File: config.mk
export PLATFORM = sky130hd
export DESIGN_NAME = decode_stage
export DESIGN_NICKNAME = d
export VERILOG_FILES = /design/src/hdl/rv_isa_pkg.sv /design/src/hdl/decode_pkg.sv /design/src/hdl/decode_ctrl_if.sv /design/src/hdl/reg_file.sv /design/src/hdl/imm_gen.sv /design/src/hdl/branch_compare.sv /design/src/hdl/instr_decoder.sv /design/src/hdl/decode_control.sv /design/src/hdl/decode_stage.sv
export SDC_FILE = /design/constraint.sdc
export NUM_CORES = 2
export LEC_CHECK = 0
export BUFFER_PORTS_ARGS = -buffer_cell sky130_fd_sc_hd__clkbuf_2
export CORE_MARGIN = 5
export CORE_UTILIZATION = 25
export DETAILED_ROUTE_END_ITERATION = 6
export PLACE_DENSITY_LB_ADDON = 0.12
export SLEW_MARGIN = 10
export SYNTH_ARGS = -nofsm -noshare
export SYNTH_HDL_FRONTEND = slang
export SYNTH_SLANG_ARGS = --single-unit
export TNS_END_PERCENT = 1
File: constraint.sdc
create_clock -name clk -period 20.9 [get_ports clk]
set_input_delay 3.135 -clock clk [delete_from_list [all_inputs] [get_ports clk]]
set_output_delay 3.135 -clock clk [all_outputs]
set_load 0.05 [all_outputs]
File: src/hdl/rv_isa_pkg.sv
`default_nettype none

package rv_isa_pkg;

  localparam int xlen = 32;
  localparam int reg_bits = 5;
  localparam int reg_count = 1 << reg_bits;
  localparam int csr_bits = 12;

  typedef logic [xlen-1:0] inst_t;
  typedef logic [xlen-1:0] word_t;
  typedef logic [xlen-1:0] pc_t;
  typedef logic [reg_bits-1:0] reg_idx_t;
  typedef logic [2:0] funct3_t;
  typedef logic [csr_bits-1:0] csr_addr_t;
  typedef logic [6:0] opcode_t;

  // base opcodes in bits [6:0]
  localparam opcode_t op_lui    = 7'b0110111;
  localparam opcode_t op_auipc  = 7'b0010111;
  localparam opcode_t op_jal    = 7'b1101111;
  localparam opcode_t op_jalr   = 7'b1100111;
  localparam opcode_t op_branch = 7'b1100011;
  localparam opcode_t op_load   = 7'b0000011;
  localparam opcode_t op_store  = 7'b0100011;
  localparam opcode_t op_imm    = 7'b0010011;
  localparam opcode_t op_reg    = 7'b0110011;
  localparam opcode_t op_system = 7'b1110011;

  // branch conditions
  localparam funct3_t f3_beq  = 3'b000;
  localparam funct3_t f3_bne  = 3'b001;
  localparam funct3_t f3_blt  = 3'b100;
  localparam funct3_t f3_bge  = 3'b101;
  localparam funct3_t f3_bltu = 3'b110;
  localparam funct3_t f3_bgeu = 3'b111;

endpackage

`default_nettype wire

File: src/hdl/decode_pkg.sv
`default_nettype none

package decode_pkg;

  // alu class only, execute refines it with funct3
  typedef enum logic [1:0] {
    alu_add     = 2'd0,
    alu_sub_cmp = 2'd1,  // sub, sra and branch compares
    alu_funct   = 2'd2,
    alu_pass_b  = 2'd3
  } alu_op_e;

  typedef enum logic [1:0] {
    src_a_rs1  = 2'd0,
    src_a_pc   = 2'd1,
    src_a_zero = 2'd2
  } src_a_e;

  typedef enum logic [1:0] {
    src_b_rs2  = 2'd0,
    src_b_imm  = 2'd1,
    src_b_four = 2'd2
  } src_b_e;

  typedef enum logic [1:0] {
    wb_alu      = 2'd0,
    wb_mem      = 2'd1,
    wb_pc_plus4 = 2'd2,
    wb_csr      = 2'd3
  } wb_sel_e;

  typedef enum logic [1:0] {
    st_run    = 2'd0,
    st_stall  = 2'd1,  // load in the output slot
    st_squash = 2'd2   // redirect cycle
  } stage_state_e;

endpackage

`default_nettype wire

File: src/hdl/decode_ctrl_if.sv
`timescale 1ns/10ps
`default_nettype none

interface decode_ctrl_if;
  import decode_pkg::*;

  alu_op_e alu_op;
  src_a_e  src_a;
  src_b_e  src_b;
  wb_sel_e wb_sel;
  logic    reg_we;
  logic    mem_read;
  logic    mem_write;
  logic    branch;
  logic    jump;
  logic    jalr;
  logic    uses_rs1;  // rs1 field really read
  logic    uses_rs2;
  logic    csr_we;

  modport decoder (
    output alu_op, src_a, src_b, wb_sel, reg_we, mem_read, mem_write,
           branch, jump, jalr, uses_rs1, uses_rs2, csr_we
  );

  modport stage (
    input alu_op, src_a, src_b, wb_sel, reg_we, mem_read, mem_write,
          branch, jump, jalr, uses_rs1, uses_rs2, csr_we
  );

endinterface

`default_nettype wire

File: src/hdl/reg_file.sv
`timescale 1ns/10ps
`default_nettype none

module reg_file (
  input  logic                 clk,
  input  logic                 reset,
  input  rv_isa_pkg::reg_idx_t rs1,
  input  rv_isa_pkg::reg_idx_t rs2,
  output rv_isa_pkg::word_t    rs1_data,
  output rv_isa_pkg::word_t    rs2_data,
  input  logic                 we,
  input  rv_isa_pkg::reg_idx_t rd,
  input  rv_isa_pkg::word_t    rd_data
);
  import rv_isa_pkg::*;

  word_t regs [reg_count];

  // x0 reads zero, a write in the same cycle shows through
  function automatic word_t read_port(reg_idx_t idx);
    if (idx == '0) begin
      return '0;
    end else if (we && idx == rd) begin
      return rd_data;
    end else begin
      return regs[idx];
    end
  endfunction

  always_comb begin
    rs1_data = read_port(rs1);
    rs2_data = read_port(rs2);
  end

  always_ff @(posedge clk) begin
    if (reset) begin
      for (int i = 0; i < reg_count; i++) begin
        regs[i] <= '0;
      end
    end else if (we && rd != '0) begin  // writes to x0 dropped
      regs[rd] <= rd_data;
    end
  end

  x0_stays_zero: assert property (@(posedge clk) disable iff (reset)
    we |=> regs[0] == '0);

endmodule

`default_nettype wire

File: src/hdl/imm_gen.sv
`timescale 1ns/10ps
`default_nettype none

module imm_gen (
  input  rv_isa_pkg::inst_t instr,
  output rv_isa_pkg::word_t imm
);
  import rv_isa_pkg::*;

  opcode_t opcode;

  assign opcode = instr[6:0];

  always_comb begin
    case (opcode)
      op_jalr, op_load, op_imm: begin  // i-type
        imm = {{20{instr[31]}}, instr[31:20]};
      end
      op_store: begin
        imm = {{20{instr[31]}}, instr[31:25], instr[11:7]};
      end
      op_branch: begin
        imm = {{19{instr[31]}}, instr[31], instr[7], instr[30:25],
               instr[11:8], 1'b0};
      end
      op_lui, op_auipc: begin
        imm = {instr[31:12], 12'b0};
      end
      op_jal: begin
        imm = {{11{instr[31]}}, instr[31], instr[19:12], instr[20],
               instr[30:21], 1'b0};
      end
      default: imm = '0;  // r-type, system and unknown
    endcase
  end

endmodule

`default_nettype wire

File: src/hdl/branch_compare.sv
`timescale 1ns/10ps
`default_nettype none

module branch_compare (
  input  rv_isa_pkg::inst_t instr,
  input  rv_isa_pkg::word_t rs1_data,
  input  rv_isa_pkg::word_t rs2_data,
  output logic              taken
);
  import rv_isa_pkg::*;

  funct3_t funct3;
  logic    eq;
  logic    lt_s;
  logic    lt_u;

  assign funct3 = instr[14:12];
  assign eq     = rs1_data == rs2_data;
  assign lt_s   = $signed(rs1_data) < $signed(rs2_data);
  assign lt_u   = rs1_data < rs2_data;

  always_comb begin
    case (funct3)
      f3_beq:  taken = eq;
      f3_bne:  taken = !eq;
      f3_blt:  taken = lt_s;
      f3_bge:  taken = !lt_s;
      f3_bltu: taken = lt_u;
      f3_bgeu: taken = !lt_u;
      default: taken = 1'b0;  // 010 and 011 undefined
    endcase
  end

endmodule

`default_nettype wire

File: src/hdl/instr_decoder.sv
`timescale 1ns/10ps
`default_nettype none

module instr_decoder (
  input rv_isa_pkg::inst_t instr,
  decode_ctrl_if.decoder   ctrl
);
  import rv_isa_pkg::*;
  import decode_pkg::*;

  opcode_t opcode;
  funct3_t funct3;
  logic    alt;  // funct7 bit 5

  assign opcode = instr[6:0];
  assign funct3 = instr[14:12];
  assign alt    = instr[30];

  always_comb begin
    // nop with every enable low
    ctrl.alu_op    = alu_add;
    ctrl.src_a     = src_a_rs1;
    ctrl.src_b     = src_b_rs2;
    ctrl.wb_sel    = wb_alu;
    ctrl.reg_we    = 1'b0;
    ctrl.mem_read  = 1'b0;
    ctrl.mem_write = 1'b0;
    ctrl.branch    = 1'b0;
    ctrl.jump      = 1'b0;
    ctrl.jalr      = 1'b0;
    ctrl.uses_rs1  = 1'b0;
    ctrl.uses_rs2  = 1'b0;
    ctrl.csr_we    = 1'b0;
    case (opcode)
      op_lui: begin
        ctrl.alu_op = alu_pass_b;
        ctrl.src_a  = src_a_zero;
        ctrl.src_b  = src_b_imm;
        ctrl.reg_we = 1'b1;
      end
      op_auipc: begin
        ctrl.src_a  = src_a_pc;
        ctrl.src_b  = src_b_imm;
        ctrl.reg_we = 1'b1;
      end
      op_jal, op_jalr: begin
        ctrl.src_a    = src_a_pc;  // link value pc + 4
        ctrl.src_b    = src_b_four;
        ctrl.wb_sel   = wb_pc_plus4;
        ctrl.reg_we   = 1'b1;
        ctrl.jump     = 1'b1;
        ctrl.jalr     = opcode == op_jalr;
        ctrl.uses_rs1 = opcode == op_jalr;
      end
      op_branch: begin
        ctrl.alu_op   = alu_sub_cmp;
        ctrl.branch   = 1'b1;
        ctrl.uses_rs1 = 1'b1;
        ctrl.uses_rs2 = 1'b1;
      end
      op_load: begin
        ctrl.src_b    = src_b_imm;
        ctrl.wb_sel   = wb_mem;
        ctrl.reg_we   = 1'b1;
        ctrl.mem_read = 1'b1;
        ctrl.uses_rs1 = 1'b1;
      end
      op_store: begin
        ctrl.src_b     = src_b_imm;
        ctrl.mem_write = 1'b1;
        ctrl.uses_rs1  = 1'b1;
        ctrl.uses_rs2  = 1'b1;
      end
      op_imm: begin
        ctrl.alu_op   = alu_funct;  // srai keeps bit 30 in imm
        ctrl.src_b    = src_b_imm;
        ctrl.reg_we   = 1'b1;
        ctrl.uses_rs1 = 1'b1;
      end
      op_reg: begin
        ctrl.alu_op   = alt ? alu_sub_cmp : alu_funct;
        ctrl.reg_we   = 1'b1;
        ctrl.uses_rs1 = 1'b1;
        ctrl.uses_rs2 = 1'b1;
      end
      op_system: begin
        if (funct3 != 3'b000) begin  // csr ops, ecall and ebreak stay nop
          ctrl.wb_sel   = wb_csr;
          ctrl.reg_we   = 1'b1;
          ctrl.csr_we   = 1'b1;
          ctrl.uses_rs1 = !funct3[2];  // immediate forms read no register
        end
      end
      default: ;
    endcase
  end

endmodule

`default_nettype wire

File: src/hdl/decode_control.sv
`timescale 1ns/10ps
`default_nettype none

module decode_control (
  input  logic                  clk,
  input  logic                  reset,
  input  logic                  in_valid,
  output logic                  in_ready,
  input  rv_isa_pkg::pc_t       in_pc,
  input  rv_isa_pkg::inst_t     in_instr,
  decode_ctrl_if.stage          ctrl,
  input  rv_isa_pkg::word_t     rs1_data,
  input  rv_isa_pkg::word_t     rs2_data,
  input  rv_isa_pkg::word_t     imm,
  input  logic                  taken,
  output logic                  out_valid,
  input  logic                  out_ready,
  output rv_isa_pkg::pc_t       out_pc,
  output rv_isa_pkg::word_t     out_rs1_data,
  output rv_isa_pkg::word_t     out_rs2_data,
  output rv_isa_pkg::word_t     out_imm,
  output rv_isa_pkg::reg_idx_t  out_rd,
  output rv_isa_pkg::funct3_t   out_funct3,
  output decode_pkg::alu_op_e   out_alu_op,
  output decode_pkg::src_a_e    out_src_a,
  output decode_pkg::src_b_e    out_src_b,
  output decode_pkg::wb_sel_e   out_wb_sel,
  output logic                  out_reg_we,
  output logic                  out_mem_read,
  output logic                  out_mem_write,
  output logic                  out_csr_we,
  output rv_isa_pkg::csr_addr_t out_csr_addr,
  output logic                  redirect_valid,
  output rv_isa_pkg::pc_t       redirect_pc
);
  import rv_isa_pkg::*;
  import decode_pkg::*;

  stage_state_e state;
  stage_state_e state_next;
  stage_state_e entry_state;
  logic         slot_free;
  logic         load_dep;
  logic         accept;
  logic         keep;
  logic         redirect_now;
  reg_idx_t     in_rs1;
  reg_idx_t     in_rs2;
  reg_idx_t     in_rd;
  pc_t          target;

  assign in_rs1 = in_instr[19:15];
  assign in_rs2 = in_instr[24:20];
  assign in_rd  = in_instr[11:7];

  assign slot_free = !out_valid || out_ready;

  // incoming word reads the rd of the load still in the slot
  assign load_dep = state == st_stall &&
                    ((ctrl.uses_rs1 && in_rs1 == out_rd) ||
                     (ctrl.uses_rs2 && in_rs2 == out_rd));

  assign in_ready = slot_free && !load_dep && !reset;
  assign accept   = in_valid && in_ready;
  assign keep     = accept && state != st_squash;  // wrong-path word dropped

  assign redirect_now = ctrl.jump || (ctrl.branch && taken);
  assign target       = (ctrl.jalr ? rs1_data : in_pc) + imm;

  always_comb begin
    if (redirect_now) begin
      entry_state = st_squash;
    end else if (ctrl.mem_read && in_rd != '0) begin
      entry_state = st_stall;
    end else begin
      entry_state = st_run;
    end
  end

  always_comb begin
    state_next = state;
    case (state)
      st_squash: state_next = st_run;  // lasts one cycle
      default: begin
        if (keep) begin
          state_next = entry_state;
        end else if (out_ready) begin
          state_next = st_run;  // slot drains
        end
      end
    endcase
  end

  always_ff @(posedge clk) begin
    if (reset) begin
      state          <= st_run;
      out_valid      <= 1'b0;
      redirect_valid <= 1'b0;
    end else begin
      state          <= state_next;
      redirect_valid <= keep && redirect_now;
      if (keep) begin
        out_valid <= 1'b1;
      end else if (out_ready) begin
        out_valid <= 1'b0;
      end
    end
  end

  always_ff @(posedge clk) begin
    if (keep) begin
      out_pc        <= in_pc;
      out_rs1_data  <= rs1_data;
      out_rs2_data  <= rs2_data;
      out_imm       <= imm;
      out_rd        <= in_rd;
      out_funct3    <= in_instr[14:12];
      out_alu_op    <= ctrl.alu_op;
      out_src_a     <= ctrl.src_a;
      out_src_b     <= ctrl.src_b;
      out_wb_sel    <= ctrl.wb_sel;
      out_reg_we    <= ctrl.reg_we;
      out_mem_read  <= ctrl.mem_read;
      out_mem_write <= ctrl.mem_write;
      out_csr_we    <= ctrl.csr_we;
      out_csr_addr  <= in_instr[31:20];
      redirect_pc   <= {target[31:1], target[0] & !ctrl.jalr};  // jalr clears bit 0
    end
  end

  bundle_hold: assert property (@(posedge clk) disable iff (reset)
    out_valid && !out_ready |=> out_valid &&
      $stable({out_pc, out_rs1_data, out_rs2_data, out_imm, out_rd, out_funct3,
               out_alu_op, out_src_a, out_src_b, out_wb_sel, out_reg_we,
               out_mem_read, out_mem_write, out_csr_we, out_csr_addr}));

  redirect_one_cycle: assert property (@(posedge clk) disable iff (reset)
    redirect_valid |=> !redirect_valid);

endmodule

`default_nettype wire

File: src/hdl/decode_stage.sv
`timescale 1ns/10ps
`default_nettype none

module decode_stage (
  input  logic                  clk,
  input  logic                  reset,
  input  logic                  in_valid,
  output logic                  in_ready,
  input  rv_isa_pkg::pc_t       in_pc,
  input  rv_isa_pkg::inst_t     in_instr,
  input  logic                  wb_we,
  input  rv_isa_pkg::reg_idx_t  wb_rd,
  input  rv_isa_pkg::word_t     wb_data,
  output logic                  out_valid,
  input  logic                  out_ready,
  output rv_isa_pkg::pc_t       out_pc,
  output rv_isa_pkg::word_t     out_rs1_data,
  output rv_isa_pkg::word_t     out_rs2_data,
  output rv_isa_pkg::word_t     out_imm,
  output rv_isa_pkg::reg_idx_t  out_rd,
  output rv_isa_pkg::funct3_t   out_funct3,
  output decode_pkg::alu_op_e   out_alu_op,
  output decode_pkg::src_a_e    out_src_a,
  output decode_pkg::src_b_e    out_src_b,
  output decode_pkg::wb_sel_e   out_wb_sel,
  output logic                  out_reg_we,
  output logic                  out_mem_read,
  output logic                  out_mem_write,
  output logic                  out_csr_we,
  output rv_isa_pkg::csr_addr_t out_csr_addr,
  output logic                  redirect_valid,
  output rv_isa_pkg::pc_t       redirect_pc
);
  import rv_isa_pkg::*;

  word_t rs1_data;
  word_t rs2_data;
  word_t imm;
  logic  taken;

  decode_ctrl_if ctrl_if ();

  reg_file reg_file_inst (
    .clk      (clk),
    .reset    (reset),
    .rs1      (in_instr[19:15]),
    .rs2      (in_instr[24:20]),
    .rs1_data (rs1_data),
    .rs2_data (rs2_data),
    .we       (wb_we),       // writeback port
    .rd       (wb_rd),
    .rd_data  (wb_data)
  );

  imm_gen imm_gen_inst (
    .instr (in_instr),
    .imm   (imm)
  );

  branch_compare branch_compare_inst (
    .instr    (in_instr),
    .rs1_data (rs1_data),
    .rs2_data (rs2_data),
    .taken    (taken)
  );

  instr_decoder instr_decoder_inst (
    .instr (in_instr),
    .ctrl  (ctrl_if.decoder)
  );

  decode_control decode_control_inst (
    .clk            (clk),
    .reset          (reset),
    .in_valid       (in_valid),
    .in_ready       (in_ready),
    .in_pc          (in_pc),
    .in_instr       (in_instr),
    .ctrl           (ctrl_if.stage),
    .rs1_data       (rs1_data),
    .rs2_data       (rs2_data),
    .imm            (imm),
    .taken          (taken),
    .out_valid      (out_valid),
    .out_ready      (out_ready),
    .out_pc         (out_pc),
    .out_rs1_data   (out_rs1_data),
    .out_rs2_data   (out_rs2_data),
    .out_imm        (out_imm),
    .out_rd         (out_rd),
    .out_funct3     (out_funct3),
    .out_alu_op     (out_alu_op),
    .out_src_a      (out_src_a),
    .out_src_b      (out_src_b),
    .out_wb_sel     (out_wb_sel),
    .out_reg_we     (out_reg_we),
    .out_mem_read   (out_mem_read),
    .out_mem_write  (out_mem_write),
    .out_csr_we     (out_csr_we),
    .out_csr_addr   (out_csr_addr),
    .redirect_valid (redirect_valid),
    .redirect_pc    (redirect_pc)
  );

endmodule

`default_nettype wire

* Word-level counts from Yosys, hierarchy flattened
Memory sizes are Yosys's and may differ from the RTL's.
Index checks and enable logic that the tools add are counted.
** Operators by class
- Add/subtract/negate cells :: 1
- $lt $le $gt $ge :: 2
- Equal/unequal tests :: 23
- Muxes and demuxes :: 37
- Bitwise gates (word level) :: 1
- Reduce and logical (&&, ||, !) cells :: 41
** Operators by type and width (count)
- $mux 32 :: 6
- $pmux 32 s5 :: 1
- $lt 32x32->1 :: 2
- $add 32x32->32 :: 1
- $eq 32x32->1 :: 1
- $reduce_or 32->1 :: 1
- $eq 7x7->1 const B :: 4
- $eq 7x6->1 const B :: 3
- $eq 5x5->1 :: 4
- $mux 1 :: 17
- $eq 7x5->1 const B :: 2
- $logic_and 1x1->1 :: 13
- $eq 3x3->1 const B :: 4
- $logic_not 5->1 :: 2
- $mux 2 :: 5
- $reduce_bool 5->1 :: 2
- $reduce_or 5->1 :: 2
- $reduce_or 3->1 :: 3
- $logic_not 1->1 :: 8
- $pmux 2 s2 :: 2
- $pmux 2 s4 :: 1
- $eq 7x2->1 const B :: 1
- $reduce_or 7->1 :: 1
- $pmux 1 s6 :: 1
- 14 further kinds :: 18
** Word-level totals
- Register bits :: 196
- Memory bits (writable) :: 1024
- Input port bits :: 106
- Memories :: 1
** Memory list
- reg_file_inst.regs :: words 32, bits a word 32, rd ports 2, clocked after Yosys merged registers in 0, wr ports 32, line reg_file.sv:17 : word_t regs [reg_count];

* Depth between registers and ports, before layout
- Word-level depth :: 12
- Mapped depth :: 21

* Hierarchy
From an unflattened synthesis, not the netlist that was laid out.
** Second synthesis, totals
- Cell total of the unflattened synthesis :: 4495
- Area total of the unflattened synthesis :: 64732.1 µm²
** Modules (own cells, without submodules)
- reg_file :: times used 1, cells each 3740, area each 54720.0 µm², sequential area each 30749.5 µm²
- decode_control :: times used 1, cells each 516, area each 8272.9 µm², sequential area each 5845.6 µm²
- branch_compare :: times used 1, cells each 120, area each 864.6 µm², sequential area each 0.0 µm²
- imm_gen :: times used 1, cells each 73, area each 581.8 µm², sequential area each 0.0 µm²
- instr_decoder :: times used 1, cells each 46, area each 292.8 µm², sequential area each 0.0 µm²

* Worst setup path after synthesis
OpenSTA, ideal clock, no wires.
- Path kind :: input-to-reg
- Start :: input port in_instr[15]
- End :: register decode_control_inst.state[1]
- Library setup time :: 0.139 ns
- Arrival :: 9.757 ns
- Data required time :: 20.761 ns
- Slack :: 11.004 ns
- Stages :: 11
- Path buffers :: 4
- Cells stage by stage :: buf_4 -> buf_4 -> buf_4 -> buf_4 -> xnor2_1 -> nand3_1 -> o22ai_1 -> a31oi_1 -> o211a_1 -> inv_1 -> mux2i_1
** On the way
- Elaborated cells between the ends (all ways) :: 27
- Classes of those cells :: order compare: 2; eq/ne: 3; mux: 5; reduce/logical: 16; memory: 1
** RTL lines
- from (decl) :: line decode_stage.sv:10 : input rv_isa_pkg::inst_t in_instr,
- $eq 5x5->1 (*) :: line decode_control.sv:60 : ((ctrl.uses_rs1 && in_rs1 == out_rd) ||
- $logic_and 1x1->1 (*) :: line decode_control.sv:60
- $logic_or 1x1->1 (*) :: line decode_control.sv:60
- $logic_and 1x1->1 (*) :: line decode_control.sv:59 : assign load_dep = state == st_stall &&
- $logic_not 1->1 (*) :: line decode_control.sv:63 : assign in_ready = slot_free && !load_dep && !reset;
- $logic_and 1x1->1 (*) (2 in series) :: line decode_control.sv:63
- via in_ready :: line decode_stage.sv:8 : output logic in_ready,
- $logic_and 1x1->1 (*) :: line decode_control.sv:64 : assign accept = in_valid && in_ready;
- $logic_and 1x1->1 (*) :: line decode_control.sv:65 : assign keep = accept && state != st_squash;
- via decode_control_inst.keep :: line decode_control.sv:45 : logic keep;
- $mux 2 or $reduce_bool 2->1 (tied branches)
- to (signal assigned) :: line decode_control.sv:96 : state <= st_run;
- to (signal assigned) :: line decode_control.sv:100 : state <= state_next;
- to (decl) :: line decode_control.sv:39 : stage_state_e state;
The timed path passes the listed nets; every way through them passes the cells marked *.
A chain may end at the register's enable or synchronous reset.

* Worst setup path after layout
- Start :: input port in_instr[22]
- End :: output port in_ready
** On the way
- Cells in the longest elaborated chain, start to end :: 7
** RTL lines
- $eq 5x5->1 :: line decode_control.sv:61 : (ctrl.uses_rs2 && in_rs2 == out_rd));
- $logic_and 1x1->1 :: line decode_control.sv:61
- $logic_or 1x1->1 :: line decode_control.sv:60
- $logic_and 1x1->1 :: line decode_control.sv:59
- $logic_not 1->1 :: line decode_control.sv:63
- $logic_and 1x1->1 (2 in series) :: line decode_control.sv:63
- to (decl) :: line decode_stage.sv:8
Every way passes these cells.

==> results.md <==
| Metric | Reported |
|:---|:---|
| Capturing element type of the critical path | primary output |
| Endpoint of the most critical register-to-register path | decode_control_inst.redirect_pc[30] |
| Number of antenna violations at the first check in global routing | 53 |
| Number of buffers added on ports | 300 |
| Total power divided by cell area | 85.3 nW/µm² |
| Chip Width | 519 µm |
| Post-Syn Area | 64700 µm² |
| Worst hold stages | 2 |
| Type of origin of the critical path | input port |
| Number of non-filler instances in the completed layout | 8005 |
| Arrival time of data at the critical path endpoint | 5.91 ns |
| CP max FO | 20 |
| Number of global-route vias before repair | 41.2k |
| Pin count of the biggest net entering global routing | 78 |
| Overall die height | 519 µm |
| Cell count after synthesis | 4235 |
| Endpoints failing setup | 0 |
| Leading area contributor after synthesis | edfxtp_1 |
| Global-route total usage across every layer | 0.207 |
| Unique cell type count in the Yosys netlist | 64 |
| Drc violations | 0 |
| Register clock-pin slew on the reported worst setup and hold paths | 0.06 ns |
| Max Root-Sink Buffers | 3 |
| Class of the most critical setup path | input port to primary output |
| Unrepaired setup endpoints after global routing | no |
| Cells taking the most area after synthesis | edfxtp_1 (56%), mux4_2 (20%), and2_1 (9.6%), mux2i_1 (2.1%), clkbuf_1 (1.7%) |
| Starting utilization of the core area | 0.252 |
| Top cells by count, synth | edfxtp_1 (1216), and2_1 (994), mux4_2 (565) |
| CTS tree | yes |
| Filler Cell Count | 25.4k |
| Number of storage elements in the synthesis netlist | 1220 |
| Core footprint | 257000 µm² |
| Fin nets | 4660 |
| Post-CTS repair timing setup buffer count | 0 |
| Clock network latency to the later pin of the worst-skew pair | 0.84 ns |
| Max-slew violation count | 0 |
| Routed wirelength normalized by instance count | 35.7 µm |
| Path type of the worst min-delay path | flip-flop to flip-flop |
| Leak Pwr | 26.5 nW |
| Estimated wirelength of the detail-placed design | 178 mm |
| H-tree lvl count | 4 |
| Cell at the root of the clock tree | clkbuf_16 |
| Power after layout | 0.00646 W |
| Count of maximum capacitance violations | 0 |
| Number of I/O pins | 301 |
| Area Growth Syn to Fin | 16.9% |
| Cell mode on critical path | buf_4 |
| Global placer's final weighted congestion | 0.816 |
| Length of the first detailed-routing pass in iterations | 7 |
| Crit share post-route | 0.433 |
| Dominant cell by count in the synthesized netlist | edfxtp_1 |
| Post-CTS sizing | 0 |
| Peak supply drop | 0.0000781 V |
| Detailed-route vias per instance | 5.12 |
| Most used flip-flop cell after synthesis | edfxtp_1 |
| Wire length after detailed routing | 286 mm |
| Cell count of the worst reg-to-reg path | 17 |
| Number of flops mapped to enable cells by yosys | 1216 |
| Number of hold violations in the final report | 0 |
| Worst reg-to-reg setup slack | 15.24 ns |
| Worst hold slack | 0.495 ns |
| Total of hold buffers inserted after clock tree synthesis | 0 |
| Slowest Stage Delay on Critical Path | 0.55 ns |
| Sum Neg Setup Slack | 0 ns |
| Startpoint of the worst-slack reg-to-reg timing path | reg_file_inst.regs[11][12] |
| WHS Endpoint | decode_control_inst.out_valid |
| Period minus WS final | 9.05 ns |
| Yosys warns | 0 |
| Total die area | 269000 µm² |
| Share of the synthesized area in the top cell type | 0.564 |
| Data required time of the worst path | 17.77 ns |
| Proportion of layout cells with a drive suffix above 1 | 0.302 |
| Number of buffers created by CTS | 155 |
| Cell total after placement | 7717 |
| Violation count after the first detailed-routing iteration | 4489 |
| Post-detailed-route count of antenna-violating nets | 0 |
| Fraction of the yosys area taken by sequential cells | 0.566 |
| Wire length of the first global-routing pass | 384 mm |
| Critical-path cell with the highest stage delay | buf_4 |
| # rows | 186 |
| Startpoint of the tightest hold check path | decode_control_inst.out_valid |
| Syn Area/Cell | 15.3 µm² |
| Cell-by-cell listing of the critical path | buf_4 > buf_4 > buf_4 > xor2_1 > nor4_1 > nand3_1 > o22ai_1 > a31oi_1 > clkbuf_2 |
| Clock Sinks | 1220 |
| Asr flop ratio synth | 0 |
| Vias | 41.0k |
| Maximum clock rate | 111 MHz |
| Slew of the pin with the lowest slew margin | 1.36 ns |
| Worst setup skew after layout | 0.0357 ns |
| Overflow left after global routing | 0 |
| Max-slew headroom | 0.0865 |
| Result of the run | completed |
[flip-flops by register name, summed over array words and instances (netlist names), 3 cells and up]
register	cells
decode_control_inst.out_csr_addr	12
decode_control_inst.out_funct3	3
decode_control_inst.out_imm	32
decode_control_inst.out_pc	32
decode_control_inst.out_rd	5
decode_control_inst.out_rs1_data	32
decode_control_inst.out_rs2_data	32
decode_control_inst.redirect_pc	32
reg_file_inst.regs	1024
[worst max path at each step]
stage / startpoint / endpoint / slack, ns / depth (start not counted)
6_report: in_instr[22] / in_ready / 11.85 / 9
5_1_grt: in_instr[15] / decode_control_inst.redirect_pc[31] / 11.59 / 19
4_1_cts: in_instr[21] / decode_control_inst.state[1] / 11.83 / 17
3_5_place_dp: in_instr[21] / decode_control_inst.state[1] / 10.96 / 17
3_3_place_gp: in_instr[15] / decode_control_inst.redirect_pc[30] / 10.62 / 18
2_1_floorplan: in_instr[15] / decode_control_inst.state[1] / 11.00 / 11
[layer usage]
metal,track usage,part of all wire,wire length [µm],vias to the layer above
met4,0.0466,0.023,6630,12
met5,0,0.00026,75,-
met1,0.288,0.44,126000,22100
met2,0.338,0.47,135000,1739
li1,-,-,-,16800
met3,0.0363,0.065,18600,342
[critical path, delay by kind of cell]
kind,cells,cell delay (ns)
AOI/OAI and AO/OA,2,0.42
xor gates and xnor gates,1,0.14
buffers and inverters,4,1.71
and+or+nand+nor,2,0.41
[report_power, final]
part / switching, W / internal [W] / total [W] / leakage, nW
combinational: 0.000580 / 0.000332 / 0.000913 / 12.5
clock: 0.00113 / 0.00151 / 0.00264 / 2.36
sequential: 0.0000674 / 0.00284 / 0.00290 / 11.6
total: 0.00178 / 0.00468 / 0.00646 / 26.5
[cell type report]
type / instances / area (µm²) / share of cell area
multi-input cells: 2595 / 26900 / 0.355
flip-flops and latches: 1220 / 36600 / 0.484
well taps: 3384 / 4230 / 0.0560
repair buffers: 473 / 2910 / 0.0384
inverters: 45 / 169 / 0.00223
diodes: 14 / 35.0 / 0.000463
clock inverters: 89 / 815 / 0.0108
clock buffers: 185 / 4030 / 0.0533
[logic make-up after synthesis]
logic type                 after synthesis  synth area share
buffers and inverters                  451            0.0303
other                                    1         0.0000580
muxes                                  739             0.224
AOI/OAI and AO/OA                      371            0.0382
DFF                                   1220             0.566
adders and majority gates               64            0.0125
and+or+nand+nor                       1339             0.122
xor gates and xnor gates                50           0.00677
[through the flow]
step           setup slack (ns)   util  area [µm²]
2_1_floorplan             11.00      -       64800
3_5_place_dp              10.96  0.275       70800
6_report                  11.85  0.294       75700
3_3_place_gp              10.62  0.275       70800
5_1_grt                   11.59  0.294       75600
4_1_cts                   11.83  0.294       75600
[layout by cell type, fill, tap and decap left out, types with 30 or more instances in the layout]
cell type | Yosys | layout
mux2i_1 | 137 | 137
mux4_2 | 565 | 565
o21ai_0 | 77 | 47
or2_2 | 35 | 35
ha_1 | 63 | 63
buf_4 | 29 | 174
and2_1 | 994 | 994
a211oi_1 | 64 | 62
inv_1 | 44 | 43
mux2_2 | 37 | 37
nor2_1 | 128 | 97
a221oi_1 | 35 | 35
nor2b_1 | 31 | 30
clkinv_1 | 1 | 39
nor2_4 | 0 | 31
nand2_1 | 56 | 56
a21o_1 | 41 | 41
edfxtp_1 | 1216 | 1216
clkbuf_16 | 0 | 157
a21oi_1 | 76 | 76
conb_1 | 1 | 32
clkbuf_2 | 0 | 289
Note: power is estimated with default switching activity, not from simulation.
